`src/logic/digit_counter.sv`:
```
`timescale 1ns/1ns

module digit_counter #(
    parameter int DIGITS = 512
) (
    input  logic clk,
    input  logic resetn,
    input  logic clear,
    input  logic step,
    output logic last
);

    localparam int CNT_W = (DIGITS > 1) ? $clog2(DIGITS) : 1;

    logic [CNT_W-1:0] count_q;

    // digits fully processed in the current operation
    always_ff @(posedge clk) begin
        if (!resetn) begin
            count_q <= '0;
        end else if (clear) begin
            count_q <= '0;
        end else if (step) begin
            // wrap on the final digit, ready for the next run
            if (last) begin
                count_q <= '0;
            end else begin
                count_q <= count_q + 1'b1;
            end
        end
    end

    assign last = (count_q == CNT_W'(DIGITS - 1));

endmodule

```
`config.mk`:
```
export PLATFORM = sky130hd
export DESIGN_NAME = digit_counter
export DESIGN_NICKNAME = d
export VERILOG_FILES = /design/src/logic/digit_counter.sv
export SDC_FILE = /design/constraint.sdc
export NUM_CORES = 1
export LEC_CHECK = 0
export ABC_AREA = 1
export BUFFER_PORTS_ARGS = -buffer_cell sky130_fd_sc_hd__buf_2
export CORE_AREA = 2 2 39 41
export DETAILED_ROUTE_END_ITERATION = 16
export DIE_AREA = 0 0 41 43
export PLACE_DENSITY = 0.52
export SYNTH_ARGS = -nofsm -noshare
export SYNTH_HDL_FRONTEND = slang
export SYNTH_SLANG_ARGS = --single-unit
export TNS_END_PERCENT = 30
```
`constraint.sdc`:
```
create_clock -name clk -period 2.15 [get_ports clk]
set_clock_uncertainty 0.05 [all_clocks]
set_input_delay 0.215 -clock clk [delete_from_list [all_inputs] [get_ports clk]]
set_output_delay 0.215 -clock clk [all_outputs]
set_load 0.05 [all_outputs]
```
==> impl_metrics.yaml, run 1 <==
run_status:
  run_status: "finished, final reports clean"
global_route:
  grt_pass1_vias: 337
  gr-usage-all-layers: 0.120
  global_route_wire_length_before_repair_mm: 1.31
  grt_max_degree: 8
  grt.overflow.total: 0
  initial_antenna_violation_count: 0
placed_design:
  dp.cells: 84
  place_worst_setup_slack_ns: 0.463
  dpl.hpwl_um: 658
  io_buffer_count: 4
  place.gp.congestion: 0.656
  placement.cell_area_um2: 498
power:
  share_comb_of_total_power: 0.053
  p_leak_nw: 0.217
  power_switching_mw: 0.0768
  power.total_mw: 0.323
  clock_power_share: 0.422
  irDropWorstVdd_mv: 0.354
  sw_frac_of_total: 0.237
  power_frac_seq: 0.525
  power-per-cell-area_nw_per_um2: 617
  internal-power_mw: 0.247
sta:
  drv_slew: 0
  finalWorstSetupSlack_ns: 0.216
  worst_slew_margin_rel: 0.830
  timing.final.crit_share: 0.900
  tns_setup_ns: 0
  tightest_slew_ns: 0.253
  timing.fmax_mhz: 517
  hold_violation_count_in_the_final_report: 0
  final.hold.worst_slack_ns: 0.201
  total_setup_violations_reported_at_the_end_of_the_flow: 0
  setup_repair_after_global_routing_missed_its_margin: "false"
  timing.final.crit_period_ns: 1.93
floorplan:
  chipHeight_um: 43
  io_pins: 5
  floorplan.die_area_um2: 1760
  std_cell_rows: 14
  die_w_um: 41
  floorplan.initialDensity: 0.331
  fp.coreArea_um2: 1380
drt:
  drc: 0
  detailedRoute.firstPassIterationCount: 4
  avgViaCountPerCell: 4.67
  drt-total-wl_um: 818
  drt-initial-drc-count: 6
  via_count: 411
  drt-wirelength-per-cell_um: 9.30
  detail-route-antenna-nets: 0
clocking:
  post-cts-setup-buffer-count: 0
  cts_tree: "done"
  cts-buffers-inserted: 3
  post_cts.resized_instances: 0
  clkSlewWorstSetupHoldPaths_ns: 0.06
  clkSinkCount: 9
  clock_path_buffers: 2
  cts-htree-levels: 1
  cts_hold_buffers: 0
  clockRootBuffer: "clkbuf_4"
  insertion_delay_ns: 0.26
layout:
  register_with_the_most_flip_flops: "count_q"
  diodes: 0
  largest_reg_flops: 9
  most_frequent_cells_in_the_layout: "nand2_1, nor2_1, dfxtp_1"
  biggestRegsByFlops: "count_q x9"
  postLayoutCellArea_um2: 524
  final_core_utilization: 0.379
  fin_cells: 88
  layout-drive-gt1-share: 0.167
  final_common_cell: "nand2_1"
  layout.filler_cells: 160
  nNetsFinal: 80
  areaGrowthSynthToFinish_pct: 14.5
logic_synthesis:
  post_synth_num_cell_types: 12
  post_synth_instance_area_um2: 458
  synth_largest_area_cell: "dfxtp_1"
  synth_seq_cells: 9
  netlist_instances: 64
  synthesis.area_per_instance_um2: 7.16
  synthesis.yosys.warnings: 0
  synth_area_leaders: "dfxtp_1, nand2_1, nor2_1"
  synth_sequential_area_ratio: 0.393
  synth_largest_type_area_fraction: 0.393
  number_of_nets_produced_by_synthesis: 71
run:
  drv_cap: 0
setup_path:
  cp_data_arrival_time_ns: 1.67
  critical_path_peak_fanout: 4
  timing_worst_setup_path_type: "flip-flop to primary output"
  critPathCaptureType: "primary output"
  worst-endpoint-required_ns: 1.88
  startpoint_type: "flip-flop"
min_path:
  worst_hold_path_type: "input pin to flip-flop"
## worst paths after layout
| check | start | to | slack, ns | cells after the start |
|---|---|---|---|---|
| hold reg to reg | count_q[6] | count_q[6] | 0.43 | 2 |
| hold / removal | clear | count_q[8] | 0.20 | 4 |
| setup reg to reg | count_q[0] | count_q[4] | 0.52 | 9 |
| setup / recovery | count_q[0] | last | 0.22 | 5 |
## power by group through the flow
stage / Clock, mW / Combinational (mW) / Sequential (mW)
after floorplan: 0 / 0.0108 / 0.173
after detailed placement: 0 / 0.0175 / 0.174
after global routing: 0.142 / 0.0203 / 0.170
after global placement: 0 / 0.0173 / 0.174
after CTS: 0.139 / 0.0175 / 0.170
final: 0.136 / 0.0171 / 0.170
## area by class of cell
cell class                 count  area [um^2]  area share
tap                           16         20.0      0.0382
clock buffer                   4         26.3      0.0501
inverter                       7         26.3      0.0501
multi-input combinational     48          251       0.480
sequential                     9          180       0.344
timing repair buffer           4         20.0      0.0382
## cell usage after synthesis
library cell and instances:
nand2_1 13, nor2_1 11, dfxtp_1 9, a21oi_1 7
inv_1 7, nor3_1 4, ha_1 3, nand2_2 3
nand3_1 3, nor2_4 2, nor3b_1 1, o21ai_0 1
## critical path, stage by stage (launching register included)
cell     delay [ns]
dfxtp_1        0.38
ha_1           0.20
nand3_1        0.08
nor3_1         0.21
ha_1           0.25
buf_2          0.28
## layer usage
layer  part of all wire  GRT usage  vias up
li1                   -          -      222
met1               0.50      0.142      178
met2               0.43      0.150        7
met3              0.034     0.0314        4
met4              0.038      0.140        0
met5                  0          0        -
## cell families (layout without fill, tap and decap cells)
logic type                 Yosys count  in the layout  synth area share
adders and majority gates            3              3            0.0820
DFF                                  9              9             0.393
buffers and inverters                7             15            0.0574
AOI/OAI and AO/OA                    8              8            0.0874
and+or+nand+nor                     37             37             0.380
No activity file was read; power rests on OpenSTA's default activity.
==> inputs of run 2 (changes only) <==
BUFFER_PORTS_ARGS = default   (was -buffer_cell sky130_fd_sc_hd__buf_2)
DONT_BUFFER_PORTS = 1   (was default)
PLACE_DENSITY = 0.49   (was 0.52)
==> run 2 against run 1 <==
- clock power is 4% lower
- via count is 6.8% lower
- critical endpoint unchanged
- combinational power is 27% lower
- worst hold slack worse by 0.15 ns
- critical path depth stayed put
- first-iteration DRC count stayed put
==> impl_metrics.yaml, run 2 (synthesis results as in run 1) <==
global_route:
  gr-usage-all-layers: 0.125
  grt_max_degree: 8
  grt_pass1_vias: 399
  grt.overflow.total: 0
  initial_antenna_violation_count: 0
  global_route_wire_length_before_repair_mm: 1.46
drt:
  drt-initial-drc-count: 6
  avgViaCountPerCell: 4.51
  drt-wirelength-per-cell_um: 9.34
  drt-total-wl_um: 794
  via_count: 383
  drc: 0
  detail-route-antenna-nets: 0
  detailedRoute.firstPassIterationCount: 4
power:
  power.total_mw: 0.313
  p_leak_nw: 0.206
  power_frac_seq: 0.543
  power-per-cell-area_nw_per_um2: 611
  share_comb_of_total_power: 0.040
  internal-power_mw: 0.245
  clock_power_share: 0.417
  irDropWorstVdd_mv: 0.231
  sw_frac_of_total: 0.218
  power_switching_mw: 0.0681
setup_path:
  critical_path_peak_fanout: 4
  largest_incremental_delay_on_the_critical_path_ns: 0.38
  timing.critical_path.cells: "ha_1 -> nand3_1 -> nor3_1 -> ha_1 -> buf_4"
  critPathCaptureType: "primary output"
  startpoint_type: "flip-flop"
  worst_path_max_delay_cell: "dfxtp_1"
  worst-endpoint-required_ns: 1.88
  cp_data_arrival_time_ns: 1.59
  timing_worst_setup_path_type: "flip-flop to primary output"
  cp_top_family: "adder cells"
  crit_buf_inv: 1
  worst_path_most_repeated_cell: "ha_1"
floorplan:
  die_w_um: 41
  fp.coreArea_um2: 1380
  std_cell_rows: 14
  chipHeight_um: 43
  io_pins: 5
  floorplan.initialDensity: 0.331
  floorplan.die_area_um2: 1760
sta:
  timing.final.crit_period_ns: 1.85
  tightest_slew_ns: 0.259
  drv_slew: 0
  worst_slew_margin_rel: 0.826
  timing.final.crit_share: 0.862
  setup_repair_after_global_routing_missed_its_margin: "false"
  hold_violation_count_in_the_final_report: 0
  timing.fmax_mhz: 539
  tns_setup_ns: 0
  total_setup_violations_reported_at_the_end_of_the_flow: 0
clocking:
  clock_path_buffers: 2
  clkSlewWorstSetupHoldPaths_ns: 0.06
  insertion_delay_ns: 0.26
  clockRootBuffer: "clkbuf_4"
  post_cts.resized_instances: 0
  cts_hold_buffers: 0
  cts-buffers-inserted: 3
  cts-htree-levels: 1
  clkSinkCount: 9
  cts_tree: "done"
  post-cts-setup-buffer-count: 0
min_path:
  worst_hold_path_type: "input pin to flip-flop"
placed_design:
  place.gp.congestion: 0.777
  io_buffer_count: 0
  dpl.hpwl_um: 669
  placement.cell_area_um2: 485
layout:
  diodes: 0
  final_common_cell: "nand2_1"
  areaGrowthSynthToFinish_pct: 11.7
  most_frequent_cells_in_the_layout: "nand2_1, nor2_1, dfxtp_1"
  layout-drive-gt1-share: 0.130
  largest_reg_flops: 9
  register_with_the_most_flip_flops: "count_q"
  biggestRegsByFlops: "count_q x9"
  postLayoutCellArea_um2: 512
  final_core_utilization: 0.370
  nNetsFinal: 77
run:
  drv_cap: 0
run_status:
  run_status: "finished, final reports clean"
==> run 2: cell types whose count changed in the layout (fill, tap and decap cells not counted), sizes merged <==
cell / before / now
buf: 4 / 1
==> run 2: power by group through the flow <==
stage	registers, mW	clock network [mW]	logic (mW)
after floorplan	0.173	0	0.0108
after detailed placement	0.174	0	0.0130
after CTS	0.170	0.135	0.0130
after global placement	0.174	0	0.0133
final	0.170	0.130	0.0125
after global routing	0.170	0.144	0.0152
==> run 2: through the flow <==
| step | setup WS [ns] | hold slack (ns) | std cells |
|---|---|---|---|
| floorplan | 0.385 | 0.305 | 64 |
| global placement | 0.496 | 0.315 | 81 |
| detailed placement | 0.489 | 0.326 | 81 |
| CTS | 0.258 | 0.0485 | 85 |
| global route | 0.111 | 0.0522 | 85 |
| finish | 0.296 | 0.0506 | 85 |
==> run 2: final cells by class <==
type                    instances  area (um^2)
multi-input cells              48          251
clock buffers                   4         26.3
repair buffers                  1         7.51
flip-flops and latches          9          180
well taps                      16         20.0
fillers                       162          872
inverters                       7         26.3
==> run 2: worst register-to-register path: cells and delay by family (launching register included) <==
kind	cells	cell delay [ns]
buffers and inverters	1	0.10
AOI/OAI and AO/OA	1	0.08
and+or+nand+nor	5	0.51
DFF	1	0.38
adders and majority gates	2	0.41
==> run 2: final timing paths <==
kind	start	end	slack, ns	depth (start not counted)
max	count_q[0]	last	0.30	5
min	step	count_q[8]	0.05	2
max reg2reg	count_q[0]	count_q[4]	0.52	9
min reg2reg	count_q[6]	count_q[6]	0.43	2
==> run 2: routing by layer <==
layer | wire, um | global-route usage
met1 | 355 | 0.134
met2 | 396 | 0.191
met3 | 32 | 0.0366
met4 | 10 | 0.100
met5 | 0 | 0
