[src/logic/mont_ctrl_pkg.sv]
package mont_ctrl_pkg;

    // operation phases of the multiplier
    // load is the settle cycle after operands are captured
    typedef enum logic [2:0] {
        idle   = 3'd0,
        load   = 3'd1,
        add_b  = 3'd2,
        add_m  = 3'd3,
        reduce = 3'd4,
        finish = 3'd5
    } mont_state_e;

    // one strobe per step, at most one high in any cycle
    typedef struct packed {
        // capture operands, build multiples, clear accumulator
        logic load;
        // accumulate a-digit multiple of b
        logic add_b;
        // accumulate quotient multiple of m, then divide by 4
        logic add_m;
        // conditional subtract and latch result
        logic reduce;
        // result handed to the outside
        logic finish;
    } mont_cmd_t;

endpackage
[src/logic/mont_ctrl.sv]
`timescale 1ns/1ns

module mont_ctrl (
    input  logic                   clk,
    input  logic                   resetn,
    input  logic                   start,
    input  logic                   last,
    output mont_ctrl_pkg::mont_cmd_t cmd,
    output logic                   busy,
    output logic                   done
);

    mont_ctrl_pkg::mont_state_e state_q;
    mont_ctrl_pkg::mont_state_e state_d;

    always_ff @(posedge clk) begin
        if (!resetn) begin
            state_q <= mont_ctrl_pkg::idle;
        end else begin
            state_q <= state_d;
        end
    end

    // next state
    always_comb begin
        state_d = state_q;
        case (state_q)
            mont_ctrl_pkg::idle: begin
                // start while busy never reaches here, so it is dropped
                if (start) begin
                    state_d = mont_ctrl_pkg::load;
                end
            end
            mont_ctrl_pkg::load: begin
                state_d = mont_ctrl_pkg::add_b;
            end
            mont_ctrl_pkg::add_b: begin
                state_d = mont_ctrl_pkg::add_m;
            end
            mont_ctrl_pkg::add_m: begin
                // counter flags the final digit during its add_m
                if (last) begin
                    state_d = mont_ctrl_pkg::reduce;
                end else begin
                    state_d = mont_ctrl_pkg::add_b;
                end
            end
            mont_ctrl_pkg::reduce: begin
                state_d = mont_ctrl_pkg::finish;
            end
            mont_ctrl_pkg::finish: begin
                state_d = mont_ctrl_pkg::idle;
            end
            default: begin
                state_d = mont_ctrl_pkg::idle;
            end
        endcase
    end

    // step strobes
    always_comb begin
        cmd = '0;
        // operands are only guaranteed while start is high,
        // so the load strobe rides on the accepting cycle and
        // the load state is the cycle where the tables settle
        cmd.load = (state_q == mont_ctrl_pkg::idle) && start;
        case (state_q)
            mont_ctrl_pkg::add_b: begin
                cmd.add_b = 1'b1;
            end
            mont_ctrl_pkg::add_m: begin
                cmd.add_m = 1'b1;
            end
            mont_ctrl_pkg::reduce: begin
                cmd.reduce = 1'b1;
            end
            mont_ctrl_pkg::finish: begin
                cmd.finish = 1'b1;
            end
            default: begin
                cmd.add_b = 1'b0;
            end
        endcase
    end

    // busy covers load through finish, done is the finish cycle
    assign busy = (state_q != mont_ctrl_pkg::idle);
    assign done = cmd.finish;

endmodule

[config.mk]
export PLATFORM = sky130hd
export DESIGN_NAME = mont_ctrl
export DESIGN_NICKNAME = d
export VERILOG_FILES = /design/src/logic/mont_ctrl_pkg.sv /design/src/logic/mont_ctrl.sv
export SDC_FILE = /design/constraint.sdc
export NUM_CORES = 1
export LEC_CHECK = 0
export ABC_AREA = 1
export BUFFER_PORTS_ARGS = -buffer_cell sky130_fd_sc_hd__buf_2
export CAP_MARGIN = 20
export CORE_AREA = 2 2 39 41
export DETAILED_ROUTE_END_ITERATION = 16
export DIE_AREA = 0 0 41 43
export GPL_TIMING_DRIVEN = 1
export PLACE_DENSITY = 0.45
export REMOVE_ABC_BUFFERS = 1
export SYNTH_ARGS = -nofsm -noshare
export SYNTH_HDL_FRONTEND = slang
export SYNTH_SLANG_ARGS = --single-unit
[constraint.sdc]
create_clock -name clk -period 0.9 [get_ports clk]
set_input_delay 0.135 -clock clk [delete_from_list [all_inputs] [get_ports clk]]
set_output_delay 0.135 -clock clk [all_outputs]
set_load 0.005 [all_outputs]
==> impl_metrics.yaml, run 1 <==
run_status:
  outcome: "finished with violations"
  violations: "negative setup slack"
timing:
  skew_ns: 0.000167
  fin_setup_tns_ns: -1.30
  timing.final.hold_violations: 0
  period_needed_ns: 1.14
  fin_crit_sh_pct: 126
  relSlewSlack_pct: 89.8
  slew_violations: 0
  setup_viol: 8
  fmax_ghz: 0.881
  worst_pin_slew_ns: 0.151
  worst_hold_slack_ns: 0.141
  rsz0062_at_grt: "yes"
  setup_ws_ns: -0.235
layout:
  syn2layout_area_growth_pct: 75.9
  largest_reg_flops: 3
  drive_gt1_share_pct: 64.4
  largestRegisters: "state_q x3"
  finalNetCount: 50
  top_register: "state_q"
  num_antenna_cells: 0
  stdcell_count: 61
  post-route-util_pct: 23.1
global_route:
  overflow: 0
  grt_pass1_wl_um: 710
  antenna_found_initial: 0
  grt_max_degree: 6
  grt_usage_pct: 6.92
  grt_pass1_vias: 198
floorplan:
  dieWidth_um: 41
  start_util_pct: 13.1
  die_y_um: 43
  ios: 11
  die_area_um2: 1760
  core_um2: 1380
  rows: 14
synth:
  yosysWarnings: 0
  yosysSeqAreaShare_pct: 33.1
  ys_ff_latch: 3
  synth_area_per_cell_um2: 6.48
  syn_inst: 28
  syn_area_um2: 181
  synth.distinct_cells: 13
route:
  drt-total-wl_um: 469
  viasPerCell: 3.61
  drc: 0
  drt_first_iter_violations: 1
  antenna_left: 0
  vias: 220
  dr.pass1.iters: 3
  routedWlPerCell_um: 7.69
cts:
  clkTransAtPathRegs_ns: 0.04
  cts_tree: "done"
  cts_buffer_depth: 2
  htree_levels: 1
  clock_sinks: 3
  clock_latency_ns: 0.24
  cts_buffers: 3
  ctsRootBufferMaster: "clkbuf_4"
  cts-hold-fix-buffers: 0
placement:
  numPlacedInstances: 55
  place_congestion: 0.700
  dp_hpwl_um: 366
  post-place-ws_ns: -0.0478
  io_buffers: 10
critical_path:
  worstPathArrival_ns: 1.00
  cp_max_fo: 5
  cp-end-kind: "output port"
  required_ns: 0.76
  worstSetupPathType: "flop to output port"
  critPathLaunchType: "flop"
power:
  leakage_nw: 0.173
  p_per_area_nw_per_um2: 1640
  peakVddDrop_mv: 0.263
worst_hold_path:
  min_path_type: "input pin to flop"
run:
  cap_viol_max_count: 0
## worst paths after layout
| kind | endpoint | startpoint | cells past startpoint | slack, ns |
|---|---|---|---|---|
| min reg2reg | state_q[2] | state_q[0] | 2 | 0.55 |
| min | state_q[2] | resetn | 3 | 0.14 |
| max reg2reg | state_q[0] | state_q[0] | 6 | -0.08 |
| max | cmd[4] | state_q[0] | 4 | -0.24 |
## through the flow
stage / instance area [um2] / total power, mW
global route: 319 / 0.561
detailed placement: 259 / 0.256
finish: 319 / 0.525
floorplan: 174 / 0.216
CTS: 312 / 0.522
global placement: 259 / 0.256
## power breakdown
group / leakage [nW] / total [mW] / internal [mW] / switching [mW]
logic: 0.132 / 0.116 / 0.0615 / 0.0543
registers: 0.0264 / 0.168 / 0.147 / 0.0209
clock network: 0.0150 / 0.241 / 0.166 / 0.0743
total: 0.173 / 0.525 / 0.375 / 0.149
## logic make-up (layout without fill, tap and decap cells)
kind of cell,after synthesis,after routing,synth area share [%]
compound gates,2,2,7.58
buf+inv,8,25,18.6
simple gates,15,15,40.7
flops,3,3,33.1
## repair_timing
action                     in CTS  in global routing
setup buffers                   1                  1
gates cloned                    0                  0
setup endpoints to repair       7                  8
resized for setup               8                  2
pin swaps                       2                  1
## Yosys cell counts (all sizes together)
cell type / count / area share [%]
nor3: 3 / 8.3
nor2: 5 / 14
nand3: 1 / 2.8
nand4: 1 / 3.5
o21ai: 1 / 2.8
dfxtp: 3 / 33
a21oi: 1 / 4.8
buf: 1 / 4.1
inv: 7 / 14
nand2: 5 / 12
## layout by cell type, fill, tap and decap left out, drive strengths merged
cell type,instances
nand4,1
o21ai,1
a21oi,1
nor3,3
buf,14
nand3,1
nand2,5
clkbuf,4
dfxtp,3
inv,7
nor2,5
## layout make-up
cell class	instances	area, um2
fillers	164	1060
multi-input cells	17	97.6
repair buffers	14	80.1
flip-flops and latches	3	68.8
clock buffers	4	26.3
inverters	7	26.3
well taps	16	20.0
## worst max-delay path, stage by stage, from the launching register on
cell and delay [ns]:
dfxtp_4 0.35, nor2_4 0.15, nand2_2 0.07, nor2_1 0.08, buf_2 0.11
## routing by layer
layer / track usage (%) / wire length, um
met1: 6.73 / 218
met2: 8.44 / 214
met3: 3.14 / 16
met4: 10.0 / 21
met5: 0 / 0
Power figures use the tool's default switching activity.
==> run 2, diff against run 1 <==
RECOVER_POWER = 100   (was not set)
==> run 2 against run 1 <==
The run still ends with negative setup slack left. Via count shrank 0.45%. Critical endpoint unchanged. Global-route usage is the same. Sequential power about the same. Highest routed layer unchanged. Largest cell class unchanged. Core utilization down 0.27 points. Clock skew hardly changed. Worst hold slack about the same. Wire length is 0.64% lower. Final area is 1.2% lower.
==> impl_metrics.yaml, run 2 (synthesis results as in run 1) <==
run_status:
  outcome: "finished with violations"
  violations: "negative setup slack"
run:
  cap_viol_max_count: 0
global_route:
  antenna_found_initial: 0
  grt_pass1_wl_um: 710
  grt_pass1_vias: 198
  grt_max_degree: 6
  grt_usage_pct: 6.92
  overflow: 0
cts:
  cts_buffers: 3
  clkTransAtPathRegs_ns: 0.04
  ctsRootBufferMaster: "clkbuf_4"
  clock_sinks: 3
  cts_tree: "done"
  clock_latency_ns: 0.24
  htree_levels: 1
  cts_buffer_depth: 2
timing:
  fin_setup_tns_ns: -1.28
  period_needed_ns: 1.14
  setup_ws_ns: -0.235
  timing.final.hold_violations: 0
  fmax_ghz: 0.881
  setup_viol: 8
  relSlewSlack_pct: 89.8
  slew_violations: 0
  rsz0062_at_grt: "yes"
  fin_crit_sh_pct: 126
  worst_pin_slew_ns: 0.151
  skew_ns: 0.000237
  worst_hold_slack_ns: 0.142
layout:
  largestRegisters: "state_q x3"
  num_antenna_cells: 0
  finalNetCount: 50
  stdcell_count: 61
  drive_gt1_share_pct: 62.2
  layout_commonest_cell: "buf_2"
  mostFrequentLayoutCells: "buf_2 (10), inv_1 (4)"
  syn2layout_area_growth_pct: 73.8
  top_register: "state_q"
  largest_reg_flops: 3
  finish.instance_area_um2: 315
power:
  switchingPower_mw: 0.149
  leakage_nw: 0.170
  pwr-share-seq_pct: 32.1
  peakVddDrop_mv: 0.263
  power_mw: 0.524
  p_per_area_nw_per_um2: 1660
  clock_power_share_pct: 46.0
  p_int_mw: 0.374
  power_frac_comb_pct: 22.0
  swShare_pct: 28.5
placement:
  dp_hpwl_um: 366
  place_congestion: 0.700
  numPlacedInstances: 55
  io_buffers: 10
  placed_area_um2: 259
floorplan:
  die_area_um2: 1760
  ios: 11
  rows: 14
  dieWidth_um: 41
  die_y_um: 43
  start_util_pct: 13.1
  core_um2: 1380
route:
  antenna_left: 0
  drt-total-wl_um: 466
  drc: 0
  viasPerCell: 3.59
  vias: 219
  dr.pass1.iters: 3
  routedWlPerCell_um: 7.64
  drt_first_iter_violations: 1
critical_path:
  worstSetupPathType: "flop to output port"
  cp_max_fo: 5
  critPathMaxStageDelay_ns: 0.35
  required_ns: 0.76
  cpMaxStageDelayCell: "dfxtp_4"
  path_cells: "nor2_4, nand2_2, nor2_1, buf_2"
  critPathLaunchType: "flop"
  worstPathArrival_ns: 1.00
  r2r_cells: 6
  cp-end-kind: "output port"
  crit_family: "flip-flops"
  worstSetupPathDepth: 4
  worst-path-buf-inv: 1
worst_hold_path:
  hold_depth: 3
  min_path_type: "input pin to flop"
[run 2: metrics by stage]
stage | setup slack [ns] | util, %
2_1_floorplan | 0.0241 | -
3_3_place_gp | -0.00950 | 18.7
3_5_place_dp | -0.0478 | 18.7
4_1_cts | -0.236 | 22.5
5_1_grt | -0.279 | 22.8
6_report | -0.235 | 22.8
[run 2: what timing repair did]
action                     CTS  global route
setup endpoints to repair    7             8
setup buffers                1             1
gates resized for setup      8             2
hold buffers                 0             0
gates cloned                 0             0
pin swaps                    2             1
[run 2: routing by layer]
layer / track usage, % / vias up / part of all wire (%)
met4: 10.0 / 0 / 4.5
li1: - / 118 / -
met5: 0 / - / 0
met1: 6.73 / 92 / 46
met2: 8.44 / 7 / 46
met3: 3.14 / 2 / 3.4
[run 2: layout make-up]
type	count	area, um2
Tap cell	16	20.0
Sequential cell	3	68.8
Inverter	7	26.3
Multi-Input combinational cell	17	97.6
Fill cell	166	1070
Clock buffer	4	26.3
Timing Repair Buffer	14	76.3
[run 2: tightest hold or removal path: cells and delay by family]
| kind | cells | cell delay, ns |
|---|---|---|
| buffers and inverters | 2 | 0.18 |
| AOI/OAI and AO/OA | 1 | 0.03 |
[run 2: path summary, 6_finish.rpt]
kind / start / slack (ns) / endpoint
worst max register to register: state_q[0] / -0.08 / state_q[0]
worst min register to register: state_q[0] / 0.55 / state_q[2]
worst max-delay path: state_q[0] / -0.24 / cmd[4]
worst min-delay path: resetn / 0.14 / state_q[2]
[run 2: power groups by stage]
| stage | registers, mW | clock network (mW) | logic, mW |
|---|---|---|---|
| final | 0.168 | 0.241 | 0.115 |
| after global routing | 0.169 | 0.262 | 0.128 |
| after CTS | 0.167 | 0.250 | 0.106 |
| after detailed placement | 0.166 | 0 | 0.0903 |
| after floorplan | 0.163 | 0 | 0.0525 |
| after global placement | 0.165 | 0 | 0.0917 |
